[config.mk]
export PLATFORM = sky130hd
export DESIGN_NAME = control_unit
export DESIGN_NICKNAME = d
export VERILOG_FILES = /design/src/source/cpu_isa_pkg.sv /design/src/source/ctrl_pkg.sv /design/src/source/control_unit.sv /design/src/source/control_word_gen.sv /design/src/source/instr_decoder.sv /design/src/source/state_sequencer.sv
export SDC_FILE = /design/constraint.sdc
export NUM_CORES = 1
export LEC_CHECK = 0
export BUFFER_PORTS_ARGS = -buffer_cell sky130_fd_sc_hd__buf_2
export CAP_MARGIN = 20
export CORE_MARGIN = 2
export CORE_UTILIZATION = 31
export DETAILED_ROUTE_END_ITERATION = 8
export HOLD_SLACK_MARGIN = 0.12
export PLACE_DENSITY = 0.52
export SLEW_MARGIN = 10
export SYNTH_ARGS = -nofsm -noshare
export SYNTH_HDL_FRONTEND = slang
export SYNTH_SLANG_ARGS = --single-unit
[constraint.sdc]
create_clock -name clk -period 2.5 [get_ports clk]
set_input_delay 0.375 -clock clk [delete_from_list [all_inputs] [get_ports clk]]
set_output_delay 0.375 -clock clk [all_outputs]
set_load 0.01 [all_outputs]
[src/source/cpu_isa_pkg.sv]
`default_nettype none

package cpu_isa_pkg;

    localparam int OPCODE_W = 6;
    localparam int FUNCT_W  = 6;

    typedef logic [OPCODE_W-1:0] opcode_t;
    typedef logic [FUNCT_W-1:0]  funct_t;

    // Primary opcodes
    localparam opcode_t OP_RTYPE = 6'h00;
    localparam opcode_t OP_J     = 6'h02;
    localparam opcode_t OP_JAL   = 6'h03;
    localparam opcode_t OP_ADDI  = 6'h08;
    localparam opcode_t OP_ADDIU = 6'h09;
    localparam opcode_t OP_LW    = 6'h23;
    localparam opcode_t OP_SW    = 6'h2b;

    // R-type funct field
    localparam funct_t FN_JR  = 6'h08;
    localparam funct_t FN_ADD = 6'h20;
    localparam funct_t FN_SUB = 6'h22;
    localparam funct_t FN_AND = 6'h24;

    typedef enum logic [3:0] {
        CLS_ALU_R,
        CLS_ADDI,
        CLS_ADDIU,
        CLS_LW,
        CLS_SW,
        CLS_J,
        CLS_JAL,
        CLS_JR,
        CLS_ILLEGAL
    } instr_class_t;

    // Encoding seen by the datapath ALU
    typedef enum logic [2:0] {
        ALU_PASS = 3'd0,
        ALU_ADD  = 3'd1,
        ALU_SUB  = 3'd2,
        ALU_AND  = 3'd3
    } alu_op_t;

    typedef struct packed {
        instr_class_t cls;
        alu_op_t      alu_op;
    } decoded_t;

endpackage

`default_nettype wire

[src/source/ctrl_pkg.sv]
`default_nettype none

package ctrl_pkg;

    typedef enum logic [4:0] {
        ST_SP_INIT,
        ST_FETCH,
        ST_IR_LOAD,
        ST_REG_READ,
        ST_DISPATCH,
        ST_ALU_R,
        ST_WB_R,
        ST_ALU_I,
        ST_WB_I,
        ST_ADDR,
        ST_MEM_READ,
        ST_MDR_LOAD,
        ST_LOAD_WB,
        ST_STORE,
        ST_JUMP,
        ST_JAL_LINK,
        ST_JR,
        ST_EXC_VECTOR,
        ST_EXC_JUMP
    } state_t;

    // Memory address select
    typedef enum logic [1:0] {ADDR_PC, ADDR_ALU_OUT, ADDR_EXC_VEC} addr_sel_t;

    typedef enum logic [1:0] {SRCA_PC, SRCA_A} src_a_t;

    typedef enum logic [1:0] {SRCB_B, SRCB_FOUR, SRCB_IMM} src_b_t;

    typedef enum logic [1:0] {PCSRC_ALU, PCSRC_JUMP, PCSRC_EXC_VEC} pc_src_t;

    typedef enum logic [1:0] {DST_RT, DST_RD, DST_SP, DST_RA} reg_dst_t;

    // Register file write data
    typedef enum logic [1:0] {WB_ALU_OUT, WB_MDR, WB_SP_INIT, WB_PC} wb_src_t;

    typedef enum logic [1:0] {EXC_NONE, EXC_ILLEGAL, EXC_OVERFLOW} exc_cause_t;

    typedef struct packed {
        logic                 pc_write;
        logic                 ir_write;
        logic                 mem_write;
        logic                 a_write;
        logic                 b_write;
        logic                 mdr_write;
        logic                 alu_reg_write;
        logic                 epc_write;
        logic                 reg_write;
        addr_sel_t            iord;
        src_a_t               alu_src_a;
        src_b_t               alu_src_b;
        cpu_isa_pkg::alu_op_t alu_op;
        pc_src_t              pc_src;
        reg_dst_t             reg_dst;
        wb_src_t              mem_to_reg;
        exc_cause_t           exc_cause;
    } ctrl_word_t;

    localparam ctrl_word_t CTRL_IDLE = '0;

    // Wait lengths in cycles
    localparam int FETCH_WAIT = 3;
    localparam int MEM_WAIT   = 2;
    localparam int EXC_WAIT   = 8;
    localparam int WAIT_W     = 4;

endpackage

`default_nettype wire

[src/source/control_unit.sv]
`timescale 1ns/100ps
`default_nettype none

module control_unit (
    input  wire                       clk,
    input  wire                       reset,
    input  wire cpu_isa_pkg::opcode_t opcode,
    input  wire cpu_isa_pkg::funct_t  funct,
    input  wire                       overflow,
    output ctrl_pkg::ctrl_word_t      ctrl
);

    import cpu_isa_pkg::*;
    import ctrl_pkg::*;

    decoded_t decoded;
    decoded_t instr;
    state_t   next_state;

    instr_decoder u_decoder (
        .opcode  (opcode),
        .funct   (funct),
        .decoded (decoded)
    );

    state_sequencer u_sequencer (
        .clk        (clk),
        .reset      (reset),
        .decoded    (decoded),
        .overflow   (overflow),
        .state      (),
        .next_state (next_state),
        .instr      (instr)
    );

    control_word_gen u_word_gen (
        .clk        (clk),
        .reset      (reset),
        .next_state (next_state),
        .instr      (instr),
        .ctrl       (ctrl)
    );

endmodule

`default_nettype wire

[src/source/control_word_gen.sv]
`timescale 1ns/100ps
`default_nettype none

module control_word_gen (
    input  wire                        clk,
    input  wire                        reset,
    input  wire ctrl_pkg::state_t      next_state,
    input  wire cpu_isa_pkg::decoded_t instr,
    output ctrl_pkg::ctrl_word_t       ctrl
);

    import cpu_isa_pkg::*;
    import ctrl_pkg::*;

    ctrl_word_t word_d;

    always_comb begin
        word_d = CTRL_IDLE;

        case (next_state)
            ST_SP_INIT: begin
                word_d.reg_write  = 1'b1;
                word_d.reg_dst    = DST_SP;
                word_d.mem_to_reg = WB_SP_INIT;
            end
            ST_FETCH: begin
                word_d.iord      = ADDR_PC;
                word_d.alu_src_a = SRCA_PC;     // PC + 4
                word_d.alu_src_b = SRCB_FOUR;
                word_d.alu_op    = ALU_ADD;
            end
            ST_IR_LOAD: begin
                word_d.iord      = ADDR_PC;
                word_d.alu_src_a = SRCA_PC;
                word_d.alu_src_b = SRCB_FOUR;
                word_d.alu_op    = ALU_ADD;
                word_d.pc_src    = PCSRC_ALU;
                word_d.pc_write  = 1'b1;
                word_d.ir_write  = 1'b1;
            end
            ST_REG_READ: begin
                word_d.a_write = 1'b1;
                word_d.b_write = 1'b1;
            end
            ST_ALU_R: begin
                word_d.alu_src_a     = SRCA_A;
                word_d.alu_src_b     = SRCB_B;
                word_d.alu_op        = instr.alu_op;
                word_d.alu_reg_write = 1'b1;
            end
            ST_WB_R: begin
                word_d.reg_write  = 1'b1;
                word_d.reg_dst    = DST_RD;
                word_d.mem_to_reg = WB_ALU_OUT;
            end
            ST_ALU_I, ST_ADDR: begin
                word_d.alu_src_a     = SRCA_A;
                word_d.alu_src_b     = SRCB_IMM;
                word_d.alu_op        = instr.alu_op;
                word_d.alu_reg_write = 1'b1;   // Result or address into ALU_OUT
            end
            ST_WB_I: begin
                word_d.reg_write  = 1'b1;
                word_d.reg_dst    = DST_RT;
                word_d.mem_to_reg = WB_ALU_OUT;
            end
            ST_MEM_READ: word_d.iord = ADDR_ALU_OUT;
            ST_MDR_LOAD: begin
                word_d.iord      = ADDR_ALU_OUT;
                word_d.mdr_write = 1'b1;
            end
            ST_LOAD_WB: begin
                word_d.reg_write  = 1'b1;
                word_d.reg_dst    = DST_RT;
                word_d.mem_to_reg = WB_MDR;
            end
            ST_STORE: begin
                word_d.iord      = ADDR_ALU_OUT;
                word_d.mem_write = 1'b1;
            end
            ST_JUMP: begin
                word_d.pc_src   = PCSRC_JUMP;
                word_d.pc_write = 1'b1;
            end
            ST_JAL_LINK: begin
                word_d.pc_src     = PCSRC_JUMP;
                word_d.pc_write   = 1'b1;
                word_d.reg_write  = 1'b1;
                word_d.reg_dst    = DST_RA;
                word_d.mem_to_reg = WB_PC;    // Return address
            end
            ST_JR: begin
                word_d.alu_src_a = SRCA_A;
                word_d.alu_op    = ALU_PASS;
                word_d.pc_src    = PCSRC_ALU;
                word_d.pc_write  = 1'b1;
            end
            ST_EXC_VECTOR: begin
                word_d.iord      = ADDR_EXC_VEC;
                word_d.alu_src_a = SRCA_PC;
                word_d.alu_src_b = SRCB_FOUR;
                word_d.alu_op    = ALU_SUB;   // Faulting PC for EPC
                word_d.exc_cause = (instr.cls == CLS_ILLEGAL) ? EXC_ILLEGAL : EXC_OVERFLOW;
            end
            ST_EXC_JUMP: begin
                word_d.alu_src_a = SRCA_PC;
                word_d.alu_src_b = SRCB_FOUR;
                word_d.alu_op    = ALU_SUB;
                word_d.epc_write = 1'b1;
                word_d.pc_src    = PCSRC_EXC_VEC;
                word_d.pc_write  = 1'b1;
            end
            default: ;   // Dispatch issues nothing
        endcase
    end

    always_ff @(posedge clk) begin
        if (reset)
            ctrl <= CTRL_IDLE;
        else
            ctrl <= word_d;
    end

    a_no_store_on_fetch: assert property (
        @(posedge clk) disable iff (reset)
        !(ctrl.mem_write && ctrl.ir_write)
    );

    a_epc_with_pc: assert property (
        @(posedge clk) disable iff (reset)
        ctrl.epc_write |-> ctrl.pc_write
    );

endmodule

`default_nettype wire

[src/source/instr_decoder.sv]
`timescale 1ns/100ps
`default_nettype none

module instr_decoder (
    input  wire cpu_isa_pkg::opcode_t opcode,
    input  wire cpu_isa_pkg::funct_t  funct,
    output cpu_isa_pkg::decoded_t     decoded
);

    import cpu_isa_pkg::*;

    always_comb begin
        decoded.cls    = CLS_ILLEGAL;   // Anything not matched below traps
        decoded.alu_op = ALU_PASS;

        case (opcode)
            OP_RTYPE: begin
                case (funct)
                    FN_ADD: begin
                        decoded.cls    = CLS_ALU_R;
                        decoded.alu_op = ALU_ADD;
                    end
                    FN_SUB: begin
                        decoded.cls    = CLS_ALU_R;
                        decoded.alu_op = ALU_SUB;
                    end
                    FN_AND: begin
                        decoded.cls    = CLS_ALU_R;
                        decoded.alu_op = ALU_AND;
                    end
                    FN_JR: decoded.cls = CLS_JR;
                    default: ;
                endcase
            end
            OP_ADDI: begin
                decoded.cls    = CLS_ADDI;
                decoded.alu_op = ALU_ADD;
            end
            OP_ADDIU: begin
                decoded.cls    = CLS_ADDIU;
                decoded.alu_op = ALU_ADD;
            end
            OP_LW: begin
                decoded.cls    = CLS_LW;
                decoded.alu_op = ALU_ADD;   // base + offset
            end
            OP_SW: begin
                decoded.cls    = CLS_SW;
                decoded.alu_op = ALU_ADD;
            end
            OP_J:    decoded.cls = CLS_J;
            OP_JAL:  decoded.cls = CLS_JAL;
            default: ;
        endcase
    end

endmodule

`default_nettype wire

[src/source/state_sequencer.sv]
`timescale 1ns/100ps
`default_nettype none

module state_sequencer (
    input  wire                        clk,
    input  wire                        reset,
    input  wire cpu_isa_pkg::decoded_t decoded,
    input  wire                        overflow,
    output ctrl_pkg::state_t           state,
    output ctrl_pkg::state_t           next_state,
    output cpu_isa_pkg::decoded_t      instr
);

    import cpu_isa_pkg::*;
    import ctrl_pkg::*;

    logic [WAIT_W-1:0] wait_cnt;
    logic [WAIT_W-1:0] wait_cnt_next;

    always_comb begin
        next_state = state;

        case (state)
            // Cycle after reset release only arms the SP write
            ST_SP_INIT: begin
                if (wait_cnt != '0)
                    next_state = ST_FETCH;
            end
            ST_FETCH: begin
                if (wait_cnt == WAIT_W'(FETCH_WAIT - 1))
                    next_state = ST_IR_LOAD;
            end
            ST_IR_LOAD:  next_state = ST_REG_READ;
            ST_REG_READ: next_state = ST_DISPATCH;
            ST_DISPATCH: begin
                case (instr.cls)
                    CLS_ALU_R:           next_state = ST_ALU_R;
                    CLS_ADDI, CLS_ADDIU: next_state = ST_ALU_I;
                    CLS_LW, CLS_SW:      next_state = ST_ADDR;
                    CLS_J:               next_state = ST_JUMP;
                    CLS_JAL:             next_state = ST_JAL_LINK;
                    CLS_JR:              next_state = ST_JR;
                    default:             next_state = ST_EXC_VECTOR;
                endcase
            end
            ST_ALU_R: next_state = overflow ? ST_EXC_VECTOR : ST_WB_R;
            ST_ALU_I: begin
                // addiu never traps
                if (overflow && instr.cls == CLS_ADDI)
                    next_state = ST_EXC_VECTOR;
                else
                    next_state = ST_WB_I;
            end
            ST_ADDR: next_state = (instr.cls == CLS_LW) ? ST_MEM_READ : ST_STORE;
            ST_MEM_READ: begin
                if (wait_cnt == WAIT_W'(MEM_WAIT - 1))
                    next_state = ST_MDR_LOAD;
            end
            ST_MDR_LOAD: next_state = ST_LOAD_WB;
            ST_EXC_VECTOR: begin
                if (wait_cnt == WAIT_W'(EXC_WAIT - 1))
                    next_state = ST_EXC_JUMP;
            end
            default: next_state = ST_FETCH;   // All single-cycle tails
        endcase
    end

    // Counts cycles spent in a state that loops on itself
    assign wait_cnt_next = (next_state == state) ? wait_cnt + 1'b1 : '0;

    always_ff @(posedge clk) begin
        if (reset) begin
            state    <= ST_SP_INIT;
            wait_cnt <= '0;
        end else begin
            state    <= next_state;
            wait_cnt <= wait_cnt_next;
        end
    end

    // IR is settled by the read cycle
    always_ff @(posedge clk) begin
        if (state == ST_REG_READ)
            instr <= decoded;
    end

    a_wait_bound: assert property (
        @(posedge clk) disable iff (reset)
        wait_cnt < WAIT_W'(EXC_WAIT)
    );

    a_state_legal: assert property (
        @(posedge clk) disable iff (reset)
        state inside {[ST_SP_INIT:ST_EXC_JUMP]}
    );

endmodule

`default_nettype wire
======== Word level (Yosys, flattened, before mapping) ========
Memories as Yosys holds them, arrays and structs flattened. A register that Yosys moved wholly into a read port is not among the register bits.
Index checks and enable logic that the tools add are counted.
storage, ports and cells
  flip-flop bits (word level) ............. 42
  memories kept ........................... 1
  input bits .............................. 15
  bits in read-only memories .............. 40
memory list
  memory           words  width  rd ports  clocked after Yosys merged registers in  wr ports  line                   text
  (no name shown)  8      5      1         1                                        0         state_sequencer.sv:36  case (instr.cls)
cells by class
  reduce and logical (&&, ||, !) cells .... 19
  bitwise operators ....................... 2
  eq/ne operators ......................... 44
  multiplexer cells ....................... 29
  add/subtract/negate cells ............... 1
operators by type and width
  kind                                                 number
  equality test 5 x 4 -> 1 bit, second input constant  11
  case mux 5 bit (11 select lines)                     1
  two-way mux 5 bit                                    7
  equality test 5 x 3 -> 1 bit, second input constant  6
  equality test 6 bit, second input constant           5
  case mux 4 bit (7 select lines)                      1
  equality test 5 x 2 -> 1 bit, second input constant  4
  equality test 5 bit, second input constant           4
  equality test 6 x 4 -> 1 bit, second input constant  3
  case mux 2 bit (2 select lines)                      4
  case mux 4 bit (4 select lines)                      1
  equality test 6 x 2 -> 1 bit, second input constant  2
  OR reduction 2 bit                                   6
  OR reduction 4 bit                                   3
  equality test 5 x 1 -> 1 bit, second input constant  2
  zero test 5 bit                                      2
  OR reduction 5 bit                                   2
  case mux 3 bit (3 select lines)                      1
  OR reduction 3 bit                                   3
  equality test 4 x 1 -> 1 bit, second input constant  2
  equality test 4 x 2 -> 1 bit, second input constant  2
  two-way mux 1 bit                                    8
  case mux 4 bit (2 select lines)                      1
  zero test 6 bit                                      1
  10 further kinds                                     13

======== Logic depth before layout (Yosys ltp) ========
Gate-level depths: netlist of run 1.
  depth after elaboration ................. 7
  mapped depth ............................ 10

======== Modules after synthesis ========
A second synthesis of run 1 with hierarchy kept.
second synthesis, totals
  cell total of the unflattened synthesis .. 255
  area, all modules ....................... 2334.7 um2
by module, submodules not included
  module            cells each  times used  area each (um2)
  state_sequencer   132         1           1243.7
  control_word_gen  81          1           834.6
  instr_decoder     42          1           256.5

======== Worst setup path before layout of run 1 ========
No wires, ideal clock.
  path kind ............................... register -> register
  start ................................... register, netlist name u_sequencer.instr[5]
  end ..................................... register, netlist name u_word_gen.ctrl[18]
  stages on the path, launching flop included .. 7
  data arrival time ....................... 2.038 ns
  clock period less this slack ............ 2.116 ns
  setup slack ............................. 0.384 ns
  path buffers ............................ 1
  required time ........................... 2.422 ns
  setup time .............................. 0.078 ns
  cells stage by stage .................... edfxtp_1 > nor4b_2 > nand2_1 > a221o_1 > buf_2 > or4_4 > nor3_1
between the ends
  word-level cells in the longest chain between the ends .. 6
  elaborated cells between the ends (all ways) .. 8
RTL lines
  what                                line                    text
  equality test 4 x 1 -> 1 bit        state_sequencer.sv:49   if (overflow && instr.cls == CLS_ADDI)
  logical AND 1 bit                   state_sequencer.sv:49
  two-way mux 5 bit                   state_sequencer.sv:49
  case mux 5 bit (11 select lines) *  state_sequencer.sv:23   case (state)
  equality test 5 bit *               control_word_gen.sv:20  case (next_state)
  two-way mux 1 bit *                 control_word_gen.sv:20
Every way passes the cells marked *; elsewhere a longest branch is shown, timed or not.
A chain may end at the register's enable or synchronous reset.

======== Final worst setup path of run 1 ========
  start ................................... register u_sequencer.state[3]
  end ..................................... register, netlist name u_word_gen.ctrl[9]
between the ends
  word-level cells in the longest chain between the ends .. 5
  elaborated cells between the ends (all ways) .. 27
RTL lines
  what                                                                              line                    text
  start, declared                                                                   state_sequencer.sv:9    output ctrl_pkg::state_t state,
  start signal, assigned                                                            state_sequencer.sv:76   state <= next_state;
  equality test 5 bit (tied with other cells)                                       state_sequencer.sv:23
  case mux 5 bit (11 select lines) *                                                state_sequencer.sv:23
  equality test 5 x 3 -> 1 bit (tied with other cells)                              control_word_gen.sv:20
  OR reduction 3 bit (no source line) / OR reduction 2 bit (equally long branches)  --
  case mux 3 bit (3 select lines) *                                                 control_word_gen.sv:20
Marked as above.

==> results of run 1 <==
## critical path, delay by kind of cell, from the launching register on
family          cells  cell delay [ns]
simple gates        4             1.22
flops               1             0.40
compound gates      2             0.36
buf+inv             1             0.20
## area by class of cell
class                           instances  area, um2  area share (%)
Timing Repair Buffer                   53        303            11.1
Inverter                                9       33.8            1.24
Multi-Input combinational cell        182       1250            45.9
Sequential cell                        42        901            33.1
Tap cell                               99        124            4.55
Clock buffer                            6       72.6            2.67
Clock inverter                          2       37.5            1.38
## layer usage
| layer | routed length [um] | share of wire [%] | vias to the layer above | global-route usage (%) |
|---|---|---|---|---|
| met5 | 0 | 0 | - | 0 |
| met3 | 208 | 4.3 | 12 | 2.85 |
| li1 | - | - | 990 | - |
| met2 | 2210 | 46 | 50 | 19.9 |
| met1 | 2240 | 47 | 846 | 16.0 |
| met4 | 147 | 3.1 | 0 | 6.79 |
## how the worst max path moves through the flow
stage                     slack (ns)  cells past startpoint                 start                   to
after floorplan                 0.38                      6  u_sequencer.instr[5]  u_word_gen.ctrl[18]
final                           0.22                      7  u_sequencer.state[3]   u_word_gen.ctrl[9]
after CTS                       0.23                      6  u_sequencer.instr[5]   u_word_gen.ctrl[0]
after detailed placement        0.21                      9              funct[2]                 flop
after global routing            0.01                      7  u_sequencer.state[3]   u_word_gen.ctrl[9]
after global placement          0.21                      7  u_sequencer.state[3]   u_word_gen.ctrl[2]
## cells in the final DEF (no fill, tap or decap), types with 6 or more instances in the layout
cell      synthesis  routed
buf_2             4      38
nor3_1           11      11
dfxtp_1          36      36
edfxtp_1          6       6
nand3_1          11      11
a21oi_1          16      16
ha_1              6       6
inv_1             9       9
buf_4             4      15
o21ai_0           7       7
a31oi_1           7       7
nor2_1           25      25
nand2_1          18      18
## report_power, final
| group | total, W | internal (W) | switching [W] |
|---|---|---|---|
| Clock | 0.000529 | 0.000298 | 0.000231 |
| Combinational | 0.000726 | 0.000330 | 0.000396 |
| Sequential | 0.000777 | 0.000736 | 0.0000410 |
## cells by family (layout without fill, tap and decap cells)
family	count (synthesis)	in the layout	synth area share, %
compound gates	51	51	16.8
xor+xnor	6	6	2.29
fa+ha+maj	6	6	3.27
buf+inv	29	70	7.74
flops	42	42	39.2
mux	5	5	2.29
other cells	1	2	0.163
simple gates	112	112	28.2
## through the flow
step                instance area (um2)  util (%)  power, W  setup WS [ns]
floorplan                          2300         -   0.00132          0.384
global placement                   2580      35.8   0.00151          0.213
detailed placement                 2580      35.8   0.00151          0.213
CTS                                2690      37.3   0.00205          0.233
global route                       2720      37.7   0.00217        0.00990
finish                             2720      37.7   0.00203          0.217
## what timing repair did
item | CTS | global route
gates resized for setup | 0 | 3
hold buffers | 0 | 0
endpoints found under the setup margin | 0 | 2
==> reports/qor.csv, run 1 <==
metric,value,unit
htree_num_levels,2,
start_util,31.8,%
cts_buffers,5,
yosysTopAreaCellShare,31.4,%
reg2reg_depth,7,
grt-ovfl-total,0,
port_buffers,38,
crit_chain,or3b_4 > nor4_1 > a31oi_1 > nand3_1 > buf_4 > nand2b_1 > o32ai_2,
crit_fanout,9,
r2r_end,u_word_gen.ctrl[9],
synth_ff_type,dfxtp_1,
layout-drive-gt1-share,30.6,%
gp_congestion,0.821,
grt_pass1_vias,1762,
drc,0,
clock_sinks,42,
grtUsageTotal,12.6,%
status,finished clean,
clk_path_buf_depth,2,
die_y,90.1,um
cp.required,2.71,ns
post-dp-hpwl,3680,um
crit_type,flop to flop,
nNetsFinal,314,
rsz0062_at_grt,no,
diodes,0,
ios,41,
holdPathStages,2,
synth-seq-cells,42,
synth_edf_count,6,
vias,1898,
vias_per_cell,4.83,
leakage,1.10,nW
yosysSeqAreaShare,39.2,%
drt_iter0_markers,122,
cts_tree,built,
rows,31,
critPathSlowestCell,or3b_4,
syn_to_final_growth,18.5,%
avgSynthCellArea,9.11,um2
post-route-period-util,91.3,%
async_reset_ff_share,0,%
fmax,0.438,GHz
vdd_drop_max,0.215,mV
cts-root-buf,clkbuf_8,
routed_wl,4810,um
grt_pass1_wl,8340,um
yosysTopAreaCell,dfxtp_1,
hold_ws,0.399,ns
antenna_found_initial,0,
detail-route-antenna-nets,0,
cts_setup_buffers,0,
die_w,90.1,um
period_needed,2.28,ns
yosys-top-cells-area,"dfxtp_1 (31%), edfxtp_1 (7.8%), nor2_1 (4.1%)",
grt_max_degree,14,
netlist_area,2300,um2
drv_slew,0,
crit_path_end_kind,flop,
reg2reg_from,u_sequencer.state[3],
stdcell_count,393,
hold_viol,0,
setup-violations-final,0,
p_per_area,747,nW/um2
clk_latency,0.30,ns
routedWlPerCell,12.2,um
first_pass_iters,4,
synth_cells,252,
fill_cells,753,
reg2reg_slack,0.22,ns
clock-skew-final,0.00733,ns
hold_path_class,primary input to flop,
dieArea,8110,um2
dp_cells,385,
fin_setup_tns,0,ns
clkTransAtPathRegs,0.08,ns
start_kind,flop,
worstHoldStart,reset,
synth_most_common_cell,dfxtp_1,
core,7210,um2
synth_common_cells,"dfxtp_1 (36), nor2_1 (25), nand2_1 (18)",
hold_path_end,u_sequencer.state[0],
ys_types,67,
yosys_warnings,0,
max_stage_delay,0.46,ns
cp.arrival,2.50,ns
maxCapViolations,0,
No activity file was read; power rests on OpenSTA's default activity.
==> inputs of run 2 (changes only) <==
--- a/config.mk
+++ b/config.mk
@@ -11,8 +11,7 @@
 export CORE_UTILIZATION = 31
 export DETAILED_ROUTE_END_ITERATION = 8
 export HOLD_SLACK_MARGIN = 0.12
-export PLACE_DENSITY = 0.52
-export SLEW_MARGIN = 10
+export PLACE_DENSITY = 0.54
 export SYNTH_ARGS = -nofsm -noshare
 export SYNTH_HDL_FRONTEND = slang
 export SYNTH_SLANG_ARGS = --single-unit
==> constraint.sdc (replaced) <==
create_clock -name clk -period 1.9 [get_ports clk]
set_input_delay 0.285 -clock clk [delete_from_list [all_inputs] [get_ports clk]]
set_output_delay 0.285 -clock clk [all_outputs]
set_load 0.01 [all_outputs]
==> reports/qor.csv, run 2 (synthesis gave the netlist of run 1 again) <==
metric,value,unit
multiInputGateArea,1630,um2
die_y,90.1,um
rsz0062_at_grt,yes,
cp.arrival,2.30,ns
grt_pass1_vias,2167,
layout-drive-gt1-share,61.4,%
p_switching,0.00119,W
cp.required,2.13,ns
crit_fanout,6,
core,7210,um2
regArea,912,um2
rows,31,
dieArea,8110,um2
setup_ws,-0.170,ns
routedWlPerCell,13.1,um
post-dp-hpwl,4260,um
grt_max_degree,15,
die_w,90.1,um
diodes,0,
fmax,0.483,GHz
crit_type,flop to flop,
grt_pass1_wl,9770,um
start_kind,flop,
p_per_area,898,nW/um2
grt-ovfl-total,0,
start_util,31.8,%
vdd_drop_max,0.318,mV
setup-violations-final,26,
port_buffers,38,
clock_sinks,42,
crit_chain,or3b_4 > or4_4 > and4_4 > nor2_4 > a21oi_4 > o32ai_2,
htree_num_levels,2,
period_needed,2.07,ns
cts-root-buf,clkbuf_8,
clk_latency,0.30,ns
maxCapViolations,0,
grtUsageTotal,14.6,%
status,"complete, but fails checks",
hold_ws,0.344,ns
post-route-period-util,109,%
p_int,0.00211,W
fin_setup_tns,-2.57,ns
routed_wl,6070,um
swShare,36.0,%
drv_slew,0,
clock-skew-final,0.0119,ns
first_pass_iters,4,
final_common_cell,buf_4,
hold_viol,0,
critPathSlowestCell,or4_4,
mostFrequentLayoutCells,"buf_4 (76), buf_2 (38), dfxtp_1 (29), nor2_1 (17), nand2_1 (14)",
p_comb_share,51.0,%
nNetsFinal,385,
clk_path_buf_depth,2,
drc,0,
hold_path_class,primary input to flop,
crit_path_end_kind,flop,
drt_iter0_markers,69,
p_seq_share,31.3,%
gp_congestion,0.817,
clkTransAtPathRegs,0.09,ns
reg2reg_slack,-0.17,ns
violations,negative setup slack,
syn_to_final_growth,59.8,%
max_stage_delay,0.48,ns
vias,2219,
cpLargestDelayFamily,simple AND/OR/NAND/NOR gates,
fill_cells,695,
leakage,1.54,nW
ios,41,
clkPwrFrac,17.6,%
antenna_found_initial,0,
cts_buffers,5,
cts_tree,built,
detail-route-antenna-nets,0,
path_buf_inv,0,
vias_per_cell,4.78,
==> run 2: path summary, 6_finish.rpt <==
check,from,endpoint,depth (start not counted)
max,u_sequencer.state[2],u_word_gen.ctrl[9],6
min,reset,u_sequencer.state[1],2
max reg2reg,u_sequencer.state[2],u_word_gen.ctrl[9],6
min reg2reg,u_sequencer.wait_cnt[0],u_sequencer.wait_cnt[0],1
==> run 2: routing by layer <==
metal,global-route usage (%),wire length (um),vias to the layer above
li1,-,-,1128
met1,16.7,2470,1037
met2,26.6,3240,45
met3,3.02,246,9
met4,5.64,113,0
met5,0,0,-
==> run 2: metrics by stage <==
stage               cell area, um2  setup WS (ns)  util [%]  cells  total power, W
finish                        3670         -0.170      50.8    464         0.00329
global route                  3670         -0.292      50.8    464         0.00348
CTS                           3390         -0.154      47.1    458         0.00302
detailed placement            3050         -0.300      42.2    441         0.00217
global placement              3050         -0.256      42.2    441         0.00216
floorplan                     2370         -0.158         -    253         0.00184
==> run 2: layout make-up <==
type                            instances  area share (%)
Multi-Input combinational cell        182            44.5
Sequential cell                        42            24.9
Timing Repair Buffer                  124            23.9
Tap cell                               99            3.38
Clock buffer                            5            1.88
Inverter                                9           0.921
Clock inverter                          3           0.580
==> run 2: what timing repair did <==
| action | CTS | global route |
|---|---|---|
| pin swaps | 17 | 26 |
| gates resized for setup | 41 | 49 |
| buffers inserted | 10 | 6 |
| setup endpoints to repair | 26 | 30 |
| hold buffers | 0 | 0 |
==> run 2: power by group through the flow <==
stage	combinational (W)	clock [W]	sequential (W)
3_3_place_gp	0.00111	0	0.00105
3_5_place_dp	0.00112	0	0.00105
2_1_floorplan	0.000786	0	0.00105
6_report	0.00168	0.000581	0.00103
4_1_cts	0.00140	0.000595	0.00103
5_1_grt	0.00181	0.000629	0.00105
